--- config.mk ---
export PLATFORM = sky130hd
export DESIGN_NAME = fmap_decompressor
export DESIGN_NICKNAME = d
export VERILOG_FILES = /design/src/logic/decomp_pkg.sv /design/src/logic/fetch_ctrl.sv /design/src/logic/word_fifo.sv /design/src/logic/raw_unpacker.sv /design/src/logic/zrl_decoder.sv /design/src/logic/fmap_decompressor.sv
export VERILOG_INCLUDE_DIRS = /design/src /design/src/include
export SDC_FILE = /design/constraint.sdc
export NUM_CORES = 1
export LEC_CHECK = 0
export ABC_AREA = 0
export BUFFER_PORTS_ARGS = -buffer_cell sky130_fd_sc_hd__buf_2
export CORE_UTILIZATION = 45
export CTS_BUF_LIST = sky130_fd_sc_hd__clkbuf_4 sky130_fd_sc_hd__clkbuf_8
export CTS_CLUSTER_DIAMETER = 30
export DETAILED_ROUTE_END_ITERATION = 8
export SLEW_MARGIN = 20
export SYNTH_ARGS = -nofsm -noshare
export SYNTH_HDL_FRONTEND = slang
export SYNTH_HIERARCHICAL = 1
export SYNTH_SLANG_ARGS = --single-unit
export TNS_END_PERCENT = 20
--- constraint.sdc ---
create_clock -name clk -period 8 [get_ports clk]
set_input_delay 0.8 -clock clk [delete_from_list [all_inputs] [get_ports clk]]
set_output_delay 0.8 -clock clk [all_outputs]
set_load 0.05 [all_outputs]
--- src/include/decomp_consts.svh ---
`ifndef DECOMP_CONSTS_SVH
`define DECOMP_CONSTS_SVH

// one memory beat and one fifo entry
`define WORD_W         64
`define FIFO_DEPTH     16
`define PTR_W          4   // index bits, pointers carry one extra wrap bit

// compressed word layout, five units of zeros plus value, info nibble on top
`define UNITS_PER_WORD 5
`define UNIT_W         12  // zero count in bits 3:0, value in bits 11:4
`define INFO_LSB       60

// global buffer side
`define PKT_BYTES      8
`define RAW_LEN_W      16  // raw stream length in words

`endif

--- src/logic/decomp_pkg.sv ---
`include "decomp_consts.svh"

package decomp_pkg;

    // raw passes words straight through, zrl expands zero runs
    typedef enum logic {
        MODE_RAW = 1'b0,
        MODE_ZRL = 1'b1
    } fmap_mode_t;

    // one transfer to the global buffer
    typedef struct packed {
        logic [`PKT_BYTES-1:0][7:0] data;        // byte i is the i-th stream byte
        logic [`PKT_BYTES-1:0]      valid_mask;  // contiguous from bit 0
        logic                       last;        // final packet of the stream
    } fmap_packet_t;

    // one compress unit, zeros come out before the value
    typedef struct packed {
        logic [7:0] val;
        logic [3:0] zeros;
    } zrl_unit_t;

    // info nibble in bits 63:60 of every compressed word
    typedef struct packed {
        logic       ends_with_val;  // final unit carries its value too
        logic [2:0] last_unit;      // 7 when the stream goes on past this word
    } zrl_info_t;

endpackage

--- src/logic/fetch_ctrl.sv ---
`timescale 1ns/1ns
`include "decomp_consts.svh"

module fetch_ctrl import decomp_pkg::*; (
    input  logic                  clk,
    input  logic                  rst_n,
    input  logic                  start,
    input  fmap_mode_t            mode_in,
    input  logic [`RAW_LEN_W-1:0] raw_words,
    input  logic                  mem_ack,
    input  logic                  mem_data_valid,
    input  logic [`WORD_W-1:0]    mem_data,
    input  logic                  pop,
    input  logic                  stream_done,
    output logic                  mem_req,
    output fmap_mode_t            mode,
    output logic                  busy,
    output logic                  wr_en
);
    localparam logic [`PTR_W:0] FULL_CREDITS = `FIFO_DEPTH;

    logic [`RAW_LEN_W-1:0] len;        // words to fetch in raw mode
    logic [`RAW_LEN_W-1:0] ack_cnt;
    logic [`PTR_W:0]       credits;    // acked words not yet popped or thrown away
    logic [`PTR_W:0]       credits_nxt;
    logic [`PTR_W:0]       skip_cnt;   // words still in flight from the previous stream
    logic                  end_seen;   // end word of a compressed stream has been written
    logic                  fetch_stop;
    logic                  start_ok;
    logic                  acked;
    logic                  discard;
    zrl_info_t             arr_info;

    assign start_ok   = start & ~busy;
    assign arr_info   = mem_data[`WORD_W-1:`INFO_LSB]; // info nibble of the arriving word
    assign fetch_stop = (mode == MODE_RAW) ? (ack_cnt == len) : end_seen;
    assign mem_req    = busy & ~fetch_stop & (credits != FULL_CREDITS);
    assign acked      = mem_req & mem_ack;

    // anything past the end word or left over from an older stream never reaches the fifo
    assign wr_en   = mem_data_valid & busy & ~end_seen & (skip_cnt == '0);
    assign discard = mem_data_valid & ~wr_en;

    // a credit is taken on ack and handed back on pop or on a dropped arrival
    assign credits_nxt = credits + {{`PTR_W{1'b0}}, acked}
                       - {{`PTR_W{1'b0}}, pop}
                       - {{`PTR_W{1'b0}}, discard};

    always_ff @(posedge clk or negedge rst_n) begin
        if (!rst_n) begin
            busy     <= 1'b0;
            mode     <= MODE_RAW;
            len      <= '0;
            ack_cnt  <= '0;
            end_seen <= 1'b0;
        end else if (start_ok) begin
            busy     <= 1'b1;
            mode     <= mode_in;   // held for the whole stream
            len      <= raw_words;
            ack_cnt  <= '0;
            end_seen <= 1'b0;
        end else begin
            if (stream_done)
                busy <= 1'b0;      // last packet went out
            if (acked)
                ack_cnt <= ack_cnt + 1'b1;
            if (wr_en && mode == MODE_ZRL && arr_info.last_unit != 3'b111)
                end_seen <= 1'b1;  // this word closes the compressed stream
        end
    end

    always_ff @(posedge clk or negedge rst_n) begin
        if (!rst_n) begin
            credits  <= '0;
            skip_cnt <= '0;
        end else begin
            credits <= credits_nxt;
            // fifo is drained at start so every credit left is a late word on its way
            if (start_ok)
                skip_cnt <= credits_nxt;
            else if (discard && skip_cnt != '0)
                skip_cnt <= skip_cnt - 1'b1;
        end
    end

    // every pop and every dropped word must match an earlier ack so the count never wraps
    a_credit_range: assert property (@(posedge clk) disable iff (!rst_n)
        credits_nxt <= FULL_CREDITS)
        else $error("credit count left the range of the fifo");

    // the controller upstream must wait for the last packet before a new start
    a_start_idle: assert property (@(posedge clk) disable iff (!rst_n)
        start |-> !busy)
        else $error("start arrived while a stream is running");

endmodule

--- src/logic/word_fifo.sv ---
`timescale 1ns/1ns
`include "decomp_consts.svh"

module word_fifo (
    input  logic               clk,
    input  logic               rst_n,
    input  logic               clear,
    input  logic               wr_en,
    input  logic [`WORD_W-1:0] wr_data,
    input  logic               pop,
    output logic [`WORD_W-1:0] head,
    output logic               empty
);
    logic [`WORD_W-1:0] mem [`FIFO_DEPTH];
    logic [`PTR_W:0]    wr_ptr;  // top bit flips on every wrap
    logic [`PTR_W:0]    rd_ptr;
    logic               full;

    assign empty = (wr_ptr == rd_ptr);
    assign full  = (wr_ptr[`PTR_W] != rd_ptr[`PTR_W]) &&
                   (wr_ptr[`PTR_W-1:0] == rd_ptr[`PTR_W-1:0]);
    assign head  = mem[rd_ptr[`PTR_W-1:0]]; // oldest word, read without a cycle of delay

    always_ff @(posedge clk or negedge rst_n) begin
        if (!rst_n) begin
            wr_ptr <= '0;
            rd_ptr <= '0;
        end else if (clear) begin
            wr_ptr <= '0;   // new stream starts from an empty queue
            rd_ptr <= '0;
        end else begin
            if (wr_en)
                wr_ptr <= wr_ptr + 1'b1;
            if (pop)
                rd_ptr <= rd_ptr + 1'b1;
        end
    end

    always_ff @(posedge clk) begin
        if (wr_en)
            mem[wr_ptr[`PTR_W-1:0]] <= wr_data;
    end

    // credit accounting in the fetch side is what keeps this from firing
    a_no_overflow: assert property (@(posedge clk) disable iff (!rst_n)
        wr_en && !clear |-> !full)
        else $error("word written into a full fifo");

    a_no_underflow: assert property (@(posedge clk) disable iff (!rst_n)
        pop && !clear |-> !empty)
        else $error("pop from an empty fifo");

endmodule

--- src/logic/raw_unpacker.sv ---
`timescale 1ns/1ns
`include "decomp_consts.svh"

module raw_unpacker import decomp_pkg::*; (
    input  logic                  clk,
    input  logic                  rst_n,
    input  logic                  start,
    input  logic [`RAW_LEN_W-1:0] raw_words,
    input  logic [`WORD_W-1:0]    head,
    input  logic                  empty,
    input  logic                  gb_req,
    output logic                  pop,
    output fmap_packet_t          pkt,
    output logic                  pkt_valid
);
    logic [`RAW_LEN_W-1:0] len;   // stream length captured at start
    logic [`RAW_LEN_W-1:0] cnt;   // words loaded so far
    logic                  load;

    // take the head when the register is free or is being handed over now
    assign load = ~empty & (~pkt_valid | gb_req);
    assign pop  = load;

    always_ff @(posedge clk or negedge rst_n) begin
        if (!rst_n) begin
            pkt_valid <= 1'b0;
            len       <= '0;
            cnt       <= '0;
        end else if (start) begin
            pkt_valid <= 1'b0;
            len       <= raw_words;
            cnt       <= '0;
        end else if (load) begin
            pkt_valid <= 1'b1;
            cnt       <= cnt + 1'b1;
        end else if (gb_req) begin
            pkt_valid <= 1'b0;   // packet taken and nothing new behind it
        end
    end

    // least significant byte of the word is the first stream byte
    always_ff @(posedge clk) begin
        if (load)
            pkt <= '{data: head, valid_mask: '1, last: (cnt + 1'b1 == len)};
    end

    a_pkt_hold: assert property (@(posedge clk) disable iff (!rst_n)
        pkt_valid && !gb_req |=> pkt_valid && $stable(pkt))
        else $error("raw packet changed before the global buffer took it");

endmodule

--- src/logic/zrl_decoder.sv ---
`timescale 1ns/1ns
`include "decomp_consts.svh"

module zrl_decoder import decomp_pkg::*; (
    input  logic               clk,
    input  logic               rst_n,
    input  logic               start,
    input  logic [`WORD_W-1:0] head,
    input  logic               empty,
    input  logic               gb_req,
    output logic               pop,
    output fmap_packet_t       pkt,
    output logic               pkt_valid
);
    localparam logic [2:0] LAST_IDX  = `UNITS_PER_WORD - 1;
    localparam logic [3:0] PKT_FULL  = `PKT_BYTES;

    zrl_unit_t [`UNITS_PER_WORD-1:0] units;
    zrl_unit_t                       cur;        // unit being expanded
    zrl_unit_t                       nxt;        // following unit of the same word
    zrl_info_t                       info;
    logic [2:0]                      unit_idx;
    logic [3:0]                      zcnt;       // zeros already sent for this unit
    logic [3:0]                      fill;       // bytes in the packet register
    logic [3:0]                      base_fill;
    logic [3:0]                      new_fill;
    logic [`PKT_BYTES-1:0][7:0]      pkt_data;
    logic                            pkt_last;
    logic                            done;       // stream end reached, wait for start
    logic                            xfer;
    logic                            hold;
    logic                            pend;
    logic                            can_step;
    logic                            step;
    logic                            in_zeros;
    logic                            is_final;
    logic                            silent_end;
    logic                            emit;
    logic                            stream_end;
    logic                            next_emits;
    logic [7:0]                      out_byte;

    assign units = head[`UNITS_PER_WORD*`UNIT_W-1:0];
    assign info  = head[`WORD_W-1:`INFO_LSB];
    assign cur   = units[unit_idx];
    assign nxt   = (unit_idx == LAST_IDX) ? units[0] : units[unit_idx + 3'd1];

    assign xfer = pkt_valid & gb_req;
    assign hold = pkt_valid & ~gb_req;            // finished packet still waiting
    assign pend = ~pkt_valid & (fill == PKT_FULL); // full, but last flag not known yet

    assign in_zeros   = (zcnt != cur.zeros);
    assign is_final   = (info.last_unit == unit_idx);
    assign stream_end = ~in_zeros & is_final;
    // the final unit may close the stream without its value
    assign silent_end = stream_end & ~info.ends_with_val;
    assign emit       = ~silent_end;
    assign out_byte   = in_zeros ? 8'h00 : cur.val;

    assign can_step = ~empty & ~done & ~hold;
    // a pending full packet only lets through a step that adds no byte
    assign step     = can_step & (~pend | silent_end);
    assign pop      = step & ~in_zeros & (is_final | unit_idx == LAST_IDX);

    assign base_fill = xfer ? 4'd0 : fill;        // a transfer frees every slot this cycle
    assign new_fill  = base_fill + {3'b000, emit};

    // does the step after this one still produce a byte, so a full packet may go out now
    always_comb begin
        if (in_zeros)
            next_emits = !(is_final && !info.ends_with_val && zcnt + 4'd1 == cur.zeros);
        else if (unit_idx == LAST_IDX)
            next_emits = 1'b0;   // next word is not visible yet
        else
            next_emits = !(info.last_unit == unit_idx + 3'd1 && nxt.zeros == 4'd0 &&
                           !info.ends_with_val);
    end

    always_ff @(posedge clk or negedge rst_n) begin
        if (!rst_n) begin
            pkt_valid <= 1'b0;
            pkt_last  <= 1'b0;
            fill      <= '0;
            unit_idx  <= '0;
            zcnt      <= '0;
            done      <= 1'b0;
        end else if (start) begin
            pkt_valid <= 1'b0;
            pkt_last  <= 1'b0;
            fill      <= '0;
            unit_idx  <= '0;
            zcnt      <= '0;
            done      <= 1'b0;
        end else begin
            if (xfer) begin
                pkt_valid <= 1'b0;
                pkt_last  <= 1'b0;
                fill      <= '0;
            end
            if (step) begin
                fill <= new_fill;
                if (stream_end) begin
                    pkt_valid <= 1'b1;   // flush whatever is there, partial or full
                    pkt_last  <= 1'b1;
                    done      <= 1'b1;
                end else if (new_fill == PKT_FULL && next_emits) begin
                    pkt_valid <= 1'b1;
                end
                if (in_zeros) begin
                    zcnt <= zcnt + 4'd1;
                end else begin
                    zcnt     <= '0;
                    unit_idx <= pop ? 3'd0 : unit_idx + 3'd1; // wrap to the next word
                end
            end else if (pend && can_step) begin
                pkt_valid <= 1'b1;       // next step has a byte, so this one is not last
            end
        end
    end

    always_ff @(posedge clk) begin
        if (step && emit)
            pkt_data[base_fill[2:0]] <= out_byte;
    end

    assign pkt = '{
        data:       pkt_data,
        valid_mask: {`PKT_BYTES{1'b1}} >> (PKT_FULL - fill),
        last:       pkt_last
    };

endmodule

--- src/logic/fmap_decompressor.sv ---
`timescale 1ns/1ns
`include "decomp_consts.svh"

module fmap_decompressor import decomp_pkg::*; (
    input  logic                  clk,
    input  logic                  rst_n,
    input  logic                  start,
    input  fmap_mode_t            mode_in,
    input  logic [`RAW_LEN_W-1:0] raw_words,
    input  logic [`WORD_W-1:0]    mem_data,
    input  logic                  mem_data_valid,
    input  logic                  mem_ack,
    input  logic                  gb_req,
    output logic                  mem_req,
    output logic                  gb_ack,
    output fmap_packet_t          gb_packet
);
    fmap_mode_t         mode;
    logic               busy;
    logic               start_acc;   // start seen while idle
    logic               wr_en;
    logic               fifo_empty;
    logic               pop;
    logic               stream_done;
    logic [`WORD_W-1:0] head;
    logic               raw_empty;
    logic               raw_pop;
    logic               raw_valid;
    fmap_packet_t       raw_pkt;
    logic               zrl_empty;
    logic               zrl_pop;
    logic               zrl_valid;
    fmap_packet_t       zrl_pkt;

    assign start_acc = start & ~busy;

    // the path not in use sees an empty fifo and stays idle
    assign raw_empty = fifo_empty | (mode != MODE_RAW);
    assign zrl_empty = fifo_empty | (mode != MODE_ZRL);

    assign pop       = (mode == MODE_RAW) ? raw_pop   : zrl_pop;
    assign gb_ack    = (mode == MODE_RAW) ? raw_valid : zrl_valid;
    assign gb_packet = (mode == MODE_RAW) ? raw_pkt   : zrl_pkt;

    assign stream_done = gb_ack & gb_req & gb_packet.last; // handshake on the closing packet

    fetch_ctrl u_fetch (
        .clk, .rst_n, .start, .mode_in, .raw_words, .mem_ack, .mem_data_valid, .mem_data,
        .pop, .stream_done, .mem_req, .mode, .busy, .wr_en
    );

    word_fifo u_fifo (
        .clk, .rst_n, .clear(start_acc), .wr_en, .wr_data(mem_data), .pop,
        .head, .empty(fifo_empty)
    );

    raw_unpacker u_raw (
        .clk, .rst_n, .start(start_acc), .raw_words, .head, .empty(raw_empty), .gb_req,
        .pop(raw_pop), .pkt(raw_pkt), .pkt_valid(raw_valid)
    );

    zrl_decoder u_zrl (
        .clk, .rst_n, .start(start_acc), .head, .empty(zrl_empty), .gb_req,
        .pop(zrl_pop), .pkt(zrl_pkt), .pkt_valid(zrl_valid)
    );

endmodule

# After elaboration in Yosys (flattened, before gate mapping)

Memories as Yosys holds them, arrays and structs flattened.
Index checks and enable logic that the tools add are counted.

Bits in registers: 215
Bits in writable memories: 1024
Memories: 1
Logic and storage cells: 193
ROM bits: 0
Output and inout bits: 75
Bits in latches: 0

Reduce and logical (&&, ||, !) cells: 29
$mul: 0
Eq/ne operators: 13
Div/mod/pow operators: 0
Bitwise logic cells: 42
Magnitude comparators: 4
Mux-type cells: 57
Shift operators: 1
Add/subtract/negate cells: 12

Memories:

| name       | depth | bits a word | read ports | clocked after Yosys merged registers in | write ports | RTL line        | text |
|---|---|---|---|---|---|---|---|
| u_fifo.mem | 16    | 64          | 1          | 0                                       | 1           | word_fifo.sv:14 | `` logic [`WORD_W-1:0] mem [`FIFO_DEPTH]; `` |

Operators by type and width:

| operator                                                                     | count |
|---|---|
| 73-bit 2-to-1 mux                                                            | 1 |
| 12-bit binary-select mux with 3-bit select                                   | 2 |
| 64-bit bitwise mux                                                           | 1 |
| 16-bit 2-to-1 mux                                                            | 4 |
| 16-bit by 1-bit adder with 16-bit output, second input constant              | 2 |
| 16-bit == test                                                               | 2 |
| 4-bit 2-to-1 mux                                                             | 8 |
| 5-bit 2-to-1 mux                                                             | 6 |
| 1-bit 2-to-1 mux                                                             | 27 |
| 8-bit demux with 3-bit select                                                | 1 |
| 1-bit bitwise AND                                                            | 21 |
| 2-bit nonzero test                                                           | 9 |
| 8-bit 2-to-1 mux                                                             | 2 |
| 1-bit NOT                                                                    | 16 |
| 3-bit by 4-bit less-than comparator with 1-bit output, second input constant | 3 |
| 12-bit 2-to-1 mux                                                            | 1 |
| 3-bit 2-to-1 mux                                                             | 4 |
| 1-bit logical AND                                                            | 11 |
| 5-bit by 1-bit adder with 5-bit output, second input constant                | 2 |
| 5-bit by 1-bit subtractor with 5-bit output                                  | 2 |
| 4-bit == test, second input constant                                         | 2 |
| 8-bit by 4-bit right shift with 8-bit output, first input constant           | 1 |
| 3-bit == test                                                                | 2 |
| 5-bit by 1-bit adder with 5-bit output                                       | 1 |
| 20 further kinds                                                             | 27 |

# Longest topological paths before layout

Word-level depth: 15
Mapped depth: 27
Gate-level depth less buffers: 22

# By module

Netlist, hierarchy kept.

Modules (own cells, without submodules):

| module            | times used | cells each | area an instance (µm²) |
|---|---|---|---|
| word_fifo         | 1          | 1779       | 39688.1 |
| zrl_decoder       | 1          | 316        | 4035.1 |
| raw_unpacker      | 1          | 267        | 3942.5 |
| fetch_ctrl        | 1          | 263        | 2423.6 |
| fmap_decompressor | 1          | 92         | 1013.5 |

# Least setup slack after synthesis

Ideal clock, no wire load.

Path kind: register to register
Start: register u_fetch.skip_cnt[0]
End: memory u_fifo/mem[3][0] in the netlist's numbering, enable pin
Cell stages (with the launch flop): 8
Data required time: 7.435 ns
Path slack: 1.201 ns
Arrival: 6.234 ns
Buffers on the path: 1
Path through: dfrtp_1 -> inv_1 -> ha_1 -> or4b_2 -> nor3_1 -> clkbuf_1 -> nand2_1 -> nor3_1

Longest elaborated chain between the ends: 4

RTL lines:

| item                   | RTL line                | text |
|---|---|---|
| start, declared        | fetch_ctrl.sv:26        | `` logic [`PTR_W:0] skip_cnt; `` |
| start signal, assigned | fetch_ctrl.sv:80        | `skip_cnt <= credits_nxt;` |
| start signal, assigned | fetch_ctrl.sv:82        | `skip_cnt <= skip_cnt - 1'b1;` |
| 5-bit logical NOT      | fetch_ctrl.sv:41        | `assign wr_en = mem_data_valid & busy & ~end_seen & (skip_cnt == '0);` |
| 1-bit bitwise AND      | fetch_ctrl.sv:41        |  |
| net wr_en              | fmap_decompressor.sv:21 | `logic wr_en;` |
| 1-bit 2-to-1 mux       | word_fifo.sv:40         | `if (wr_en)` |
| 1-bit 2-to-1 mux       | word_fifo.sv:41         | `` mem[wr_ptr[`PTR_W-1:0]] <= wr_data; `` |
| end, declared          | word_fifo.sv:14         |  |

The timed path passes the listed nets, and every way through them passes these cells.

# Final worst setup path

Start: register u_fifo.rd_ptr[2]
End: register u_fetch.skip_cnt[3]

Longest elaborated chain between the ends: 15
Elaborated cells on any way between the ends: 26
Those cells by class: add/sub (2); eq/ne (3); mux (4); bitwise (16); memory (1)

RTL lines:

| item                                                         | RTL line                             | text |
|---|---|---|
| start, declared                                              | word_fifo.sv:16                      | `` logic [`PTR_W:0] rd_ptr; `` |
| start signal, assigned                                       | word_fifo.sv:35                      | `rd_ptr <= rd_ptr + 1'b1;` |
| memory 16 x 64 bit (*)                                       | -                                    |  |
| net head[3]                                                  | fmap_decompressor.sv:25              | `` logic [`WORD_W-1:0] head; `` |
| 12-bit binary-select mux with 3-bit select (*)               | zrl_decoder.sv:45                    | `assign cur = units[unit_idx];` |
| 12-bit 2-to-1 mux (not written as such) (*)                  | zrl_decoder.sv:45                    |  |
| 4-bit inequality test (*)                                    | zrl_decoder.sv:52                    | `assign in_zeros = (zcnt != cur.zeros);` |
| 1-bit NOT (*)                                                | zrl_decoder.sv:54, zrl_decoder.sv:63 |  |
| 1-bit bitwise AND                                            | zrl_decoder.sv:54                    | `assign stream_end = ~in_zeros & is_final;` |
| 1-bit bitwise AND                                            | zrl_decoder.sv:56                    | `assign silent_end = stream_end & ~info.ends_with_val;` |
| 1-bit bitwise OR                                             | zrl_decoder.sv:62                    | `assign step = can_step & (~pend \| silent_end);` |
| 1-bit bitwise AND                                            | zrl_decoder.sv:62                    |  |
| 1-bit bitwise AND (*) (2 in a row)                           | zrl_decoder.sv:63                    | `assign pop = step & ~in_zeros & (is_final \| unit_idx == LAST_IDX);` |
| net zrl_pop                                                  | fmap_decompressor.sv:31              | `logic zrl_pop;` |
| 1-bit 2-to-1 mux (*)                                         | fmap_decompressor.sv:41              | `assign pop = (mode == MODE_RAW) ? raw_pop : zrl_pop;` |
| net pop                                                      | fmap_decompressor.sv:23              | `logic pop;` |
| 5-bit by 1-bit subtractor with 5-bit output (*) (2 in a row) | fetch_ctrl.sv:45                     | `` assign credits_nxt = credits + {{`PTR_W{1'b0}}, acked} `` |
| net u_fetch.credits_nxt[3]                                   | fetch_ctrl.sv:25                     | `` logic [`PTR_W:0] credits_nxt; `` |
| 5-bit 2-to-1 mux (*)                                         | fetch_ctrl.sv:79                     | `if (start_ok)` |

Mark *: on every way through the listed nets, which the timed path passes. The rest lies on a longest branch. The select of a mux whose other input is x is not followed.
A chain may end at the register's enable or synchronous reset.

==> results_dict.tcl <==
set metrics [dict create \
    skew_ns 0.102 \
    seqPwrFrac 0.377 \
    cts_buffers 277 \
    syn_area_um2 51100 \
    grt_first_pass_wirelength_um 195000 \
    cts_sinks 1255 \
    drtIter0Drc 2876 \
    root_buffer "clkbuf_8" \
    maxCapViolCount 0 \
    power_frac_comb 0.268 \
    drtAntennaViolNets 0 \
    port_buffers 161 \
    viasPerCell 5.83 \
    hold_violations 0 \
    grt_pass1_vias 28500 \
    worstPathCellList "nor2b_4 > buf_12 > a22oi_1 > a32oi_1 > o21ai_1 > mux2i_1 > o22ai_1 > or3_4 > a2111o_1 > nor3_2 > mux2_2 > inv_1 > fa_1 > inv_1 > ha_1 > inv_1 > ha_1 > inv_1 > fa_1 > xor2_1 > nor2_1 > a21oi_1" \
    critPathKind "register to register" \
    ys_top_cells_by_count "1153 x edfxtp_1, 212 x mux2i_1, 186 x mux4_2" \
    critPathLaunchType "register" \
    cp.arrival_ns 7.16 \
    post_cts_buffers 0 \
    finalPower_mw 21.4 \
    syn_to_final_growth_pct 16.9 \
    min_period_ns 6.34 \
    core_um2 112000 \
    max_freq_mhz 158 \
    slowest_delay_ns 0.84 \
    post_drt_wl_per_cell_um 28.4 \
    clk_latency_ns 0.95 \
    cts_buffer_depth 4 \
    synth-main-ff-cell "edfxtp_1" \
    synth_top_area_frac 0.678 \
    fin_crit_sh 0.793 \
    dr.pass1.iters 7 \
    clkPwrFrac 0.355 \
    rsz0062_at_grt "no" \
    vias 27900 \
    start_util 0.454 \
    worstPathRequired_ns 8.82 \
    worstSetupStartpoint "u_fifo/rd_ptr[2]" \
    grt_usage 0.236 \
    synth_cell_types 86 \
    gp_congestion 0.845 \
    fin_setup_tns_ns 0 \
    drc_errors 0 \
    grt_overflow 0 \
    setup_violations 0 \
    internal-power_mw 14.6 \
    crit_fanout 31 \
    cts_tree "built" \
    dieHeight_um 339 \
    drv_slew 0 \
    die_area_um2 115000 \
    worst_slew_pin_slew_ns 1.14 \
    htree_levels 5 \
    synth.most_common_cell "edfxtp_1" \
    timing.rr.start "u_fifo/rd_ptr[2]" \
    postSynth.asyncResetShare 0.0813 \
    crit_top_cell "inv_1" \
    rows 123 \
    wl_um 136000 \
    path_clk_slew_ns 0.05 \
    yosys-top-cells-area "edfxtp_1 68%, mux4_2 8.2%, dfrtp_1 5.0%" \
    min-delay-start "raw_words[2]" \
    switching_power_mw 6.88 \
    drive_gt1_frac 0.310 \
    synth_seq_cells 1255 \
    antenna_found_initial 23 \
    nets 3191 \
    yosysSeqAreaShare 0.727 \
    synth_cells 2717 \
    ys.warnings.count 6 \
    hp-class "input pin to register" \
    post-dp-hpwl_um 77200 \
    status "finished clean" \
    switching_share 0.321 \
    ios 162 \
    avgSynthCellArea_um2 18.8 \
    relSlewSlack 0.241 \
    cp-end-kind "register" \
    max-vdd-ir-drop_mv 0.288 \
    p_leak_nw 19.8 \
    power_density_nw_per_um2 359 \
    slowest_stage "nor2b_4" \
    synth-edff-count 1153 \
    fp.dieW_um 339 \
    grt_max_degree 99 \
    yosys.area.top_type "edfxtp_1" \
]
kinds of logic (layout without fill, tap and decap cells):
group                    count (synthesis)  after routing  synth area share
adder cells (fa/ha/maj)                 26             26           0.00666
AO/OA/AOI/OAI                          306            306            0.0427
multiplexers                           506            506             0.153
flip-flops                            1255           1255             0.727
XOR/XNOR                                80             80            0.0137
other                                    1             17         0.0000734
AND/OR/NAND/NOR                        350            350            0.0350
buffers and inverters                  193            738            0.0218
metal layers:
metal / global-route usage / wire (µm) / part of all wire
met3: 0.0663 / 11600 / 0.085
met1: 0.313 / 55800 / 0.41
met5: 0 / 98 / 0.00072
met4: 0.0779 / 3410 / 0.025
met2: 0.376 / 64900 / 0.48
repair_timing:
| action | in CTS | in global routing |
|---|---|---|
| gates resized for setup | 0 | 0 |
| hold buffers | 1 | 0 |
| endpoints found under the hold margin | 46 | 0 |
| endpoints found under the setup margin | 0 | 0 |
through the flow:
step | utilization | area (µm²) | setup WS, ns | instances | hold slack [ns]
2_1_floorplan | - | 51100 | 1.20 | 2724 | 0.466
3_3_place_gp | 0.477 | 53600 | 1.70 | 4297 | 0.489
3_5_place_dp | 0.477 | 53600 | 1.65 | 4297 | 0.491
4_1_cts | 0.530 | 59700 | 1.68 | 4768 | 0.0318
5_1_grt | 0.531 | 59700 | 1.37 | 4771 | 0.0666
6_report | 0.531 | 59700 | 1.66 | 4778 | 0.0985
critical path, delay by kind of cell (launching register included):
kind	cells	cell delay (ns)
xor+xnor	1	0.21
buf+inv	5	0.64
flops	1	0.51
compound gates	6	1.60
fa+ha+maj	4	1.19
mux	2	0.55
simple gates	4	1.58
sequential cells by signal (all words and copies together), names as in the netlist, 5 cells and up:
signal	flops
u_fetch/credits	5
u_raw/pkt	65
u_fifo/mem	1024
u_zrl/pkt	64
u_fetch/skip_cnt	5
u_fifo/wr_ptr	5
u_fetch/ack_cnt	16
u_fifo/rd_ptr	5
u_fetch/len	16
u_raw/len	16
u_raw/cnt	16
cell type report:
type	instances	area, µm²
sequential	1255	37200
timing repair buffer	236	1470
clock buffer	330	4310
tap	1500	1880
inverter	32	121
fill	8783	52800
clock inverter	140	1710
multi-input combinational	1276	13000
antenna	9	22.5
cell usage in the layout, fill, tap and decap left out, types with 74 or more instances in the layout:
cell and count:
a22oi_1 74, buf_2 160, clkbuf_8 293, dfrtp_1 97, edfxtp_1 1153, mux2_2 76
mux2i_1 212, mux4_2 186, nand2_1 117
worst paths after layout:
check	endpoint	slack, ns	cells past startpoint
worst min-delay path	u_fetch/len[2]	0.1	3
worst max register to register	u_fetch/skip_cnt[3]	1.66	22
max in group asynchronous	u_fifo/rd_ptr[1]	6.21	3
min in group asynchronous	u_fetch/ack_cnt[14]	0.43	2
worst max-delay path	u_fetch/skip_cnt[3]	1.66	22
worst min register to register	u_fetch/len[12]	0.51	2
power by group through the flow:
stage | sequential [mW] | clock [mW] | combinational (mW)
after global placement | 8.22 | 0 | 5.65
after global routing | 8.13 | 8.07 | 6.06
final | 8.08 | 7.61 | 5.75
after detailed placement | 8.24 | 0 | 5.70
after CTS | 8.11 | 7.75 | 5.72
after floorplan | 8.00 | 0 | 4.23
Power figures use the tool's default switching activity.
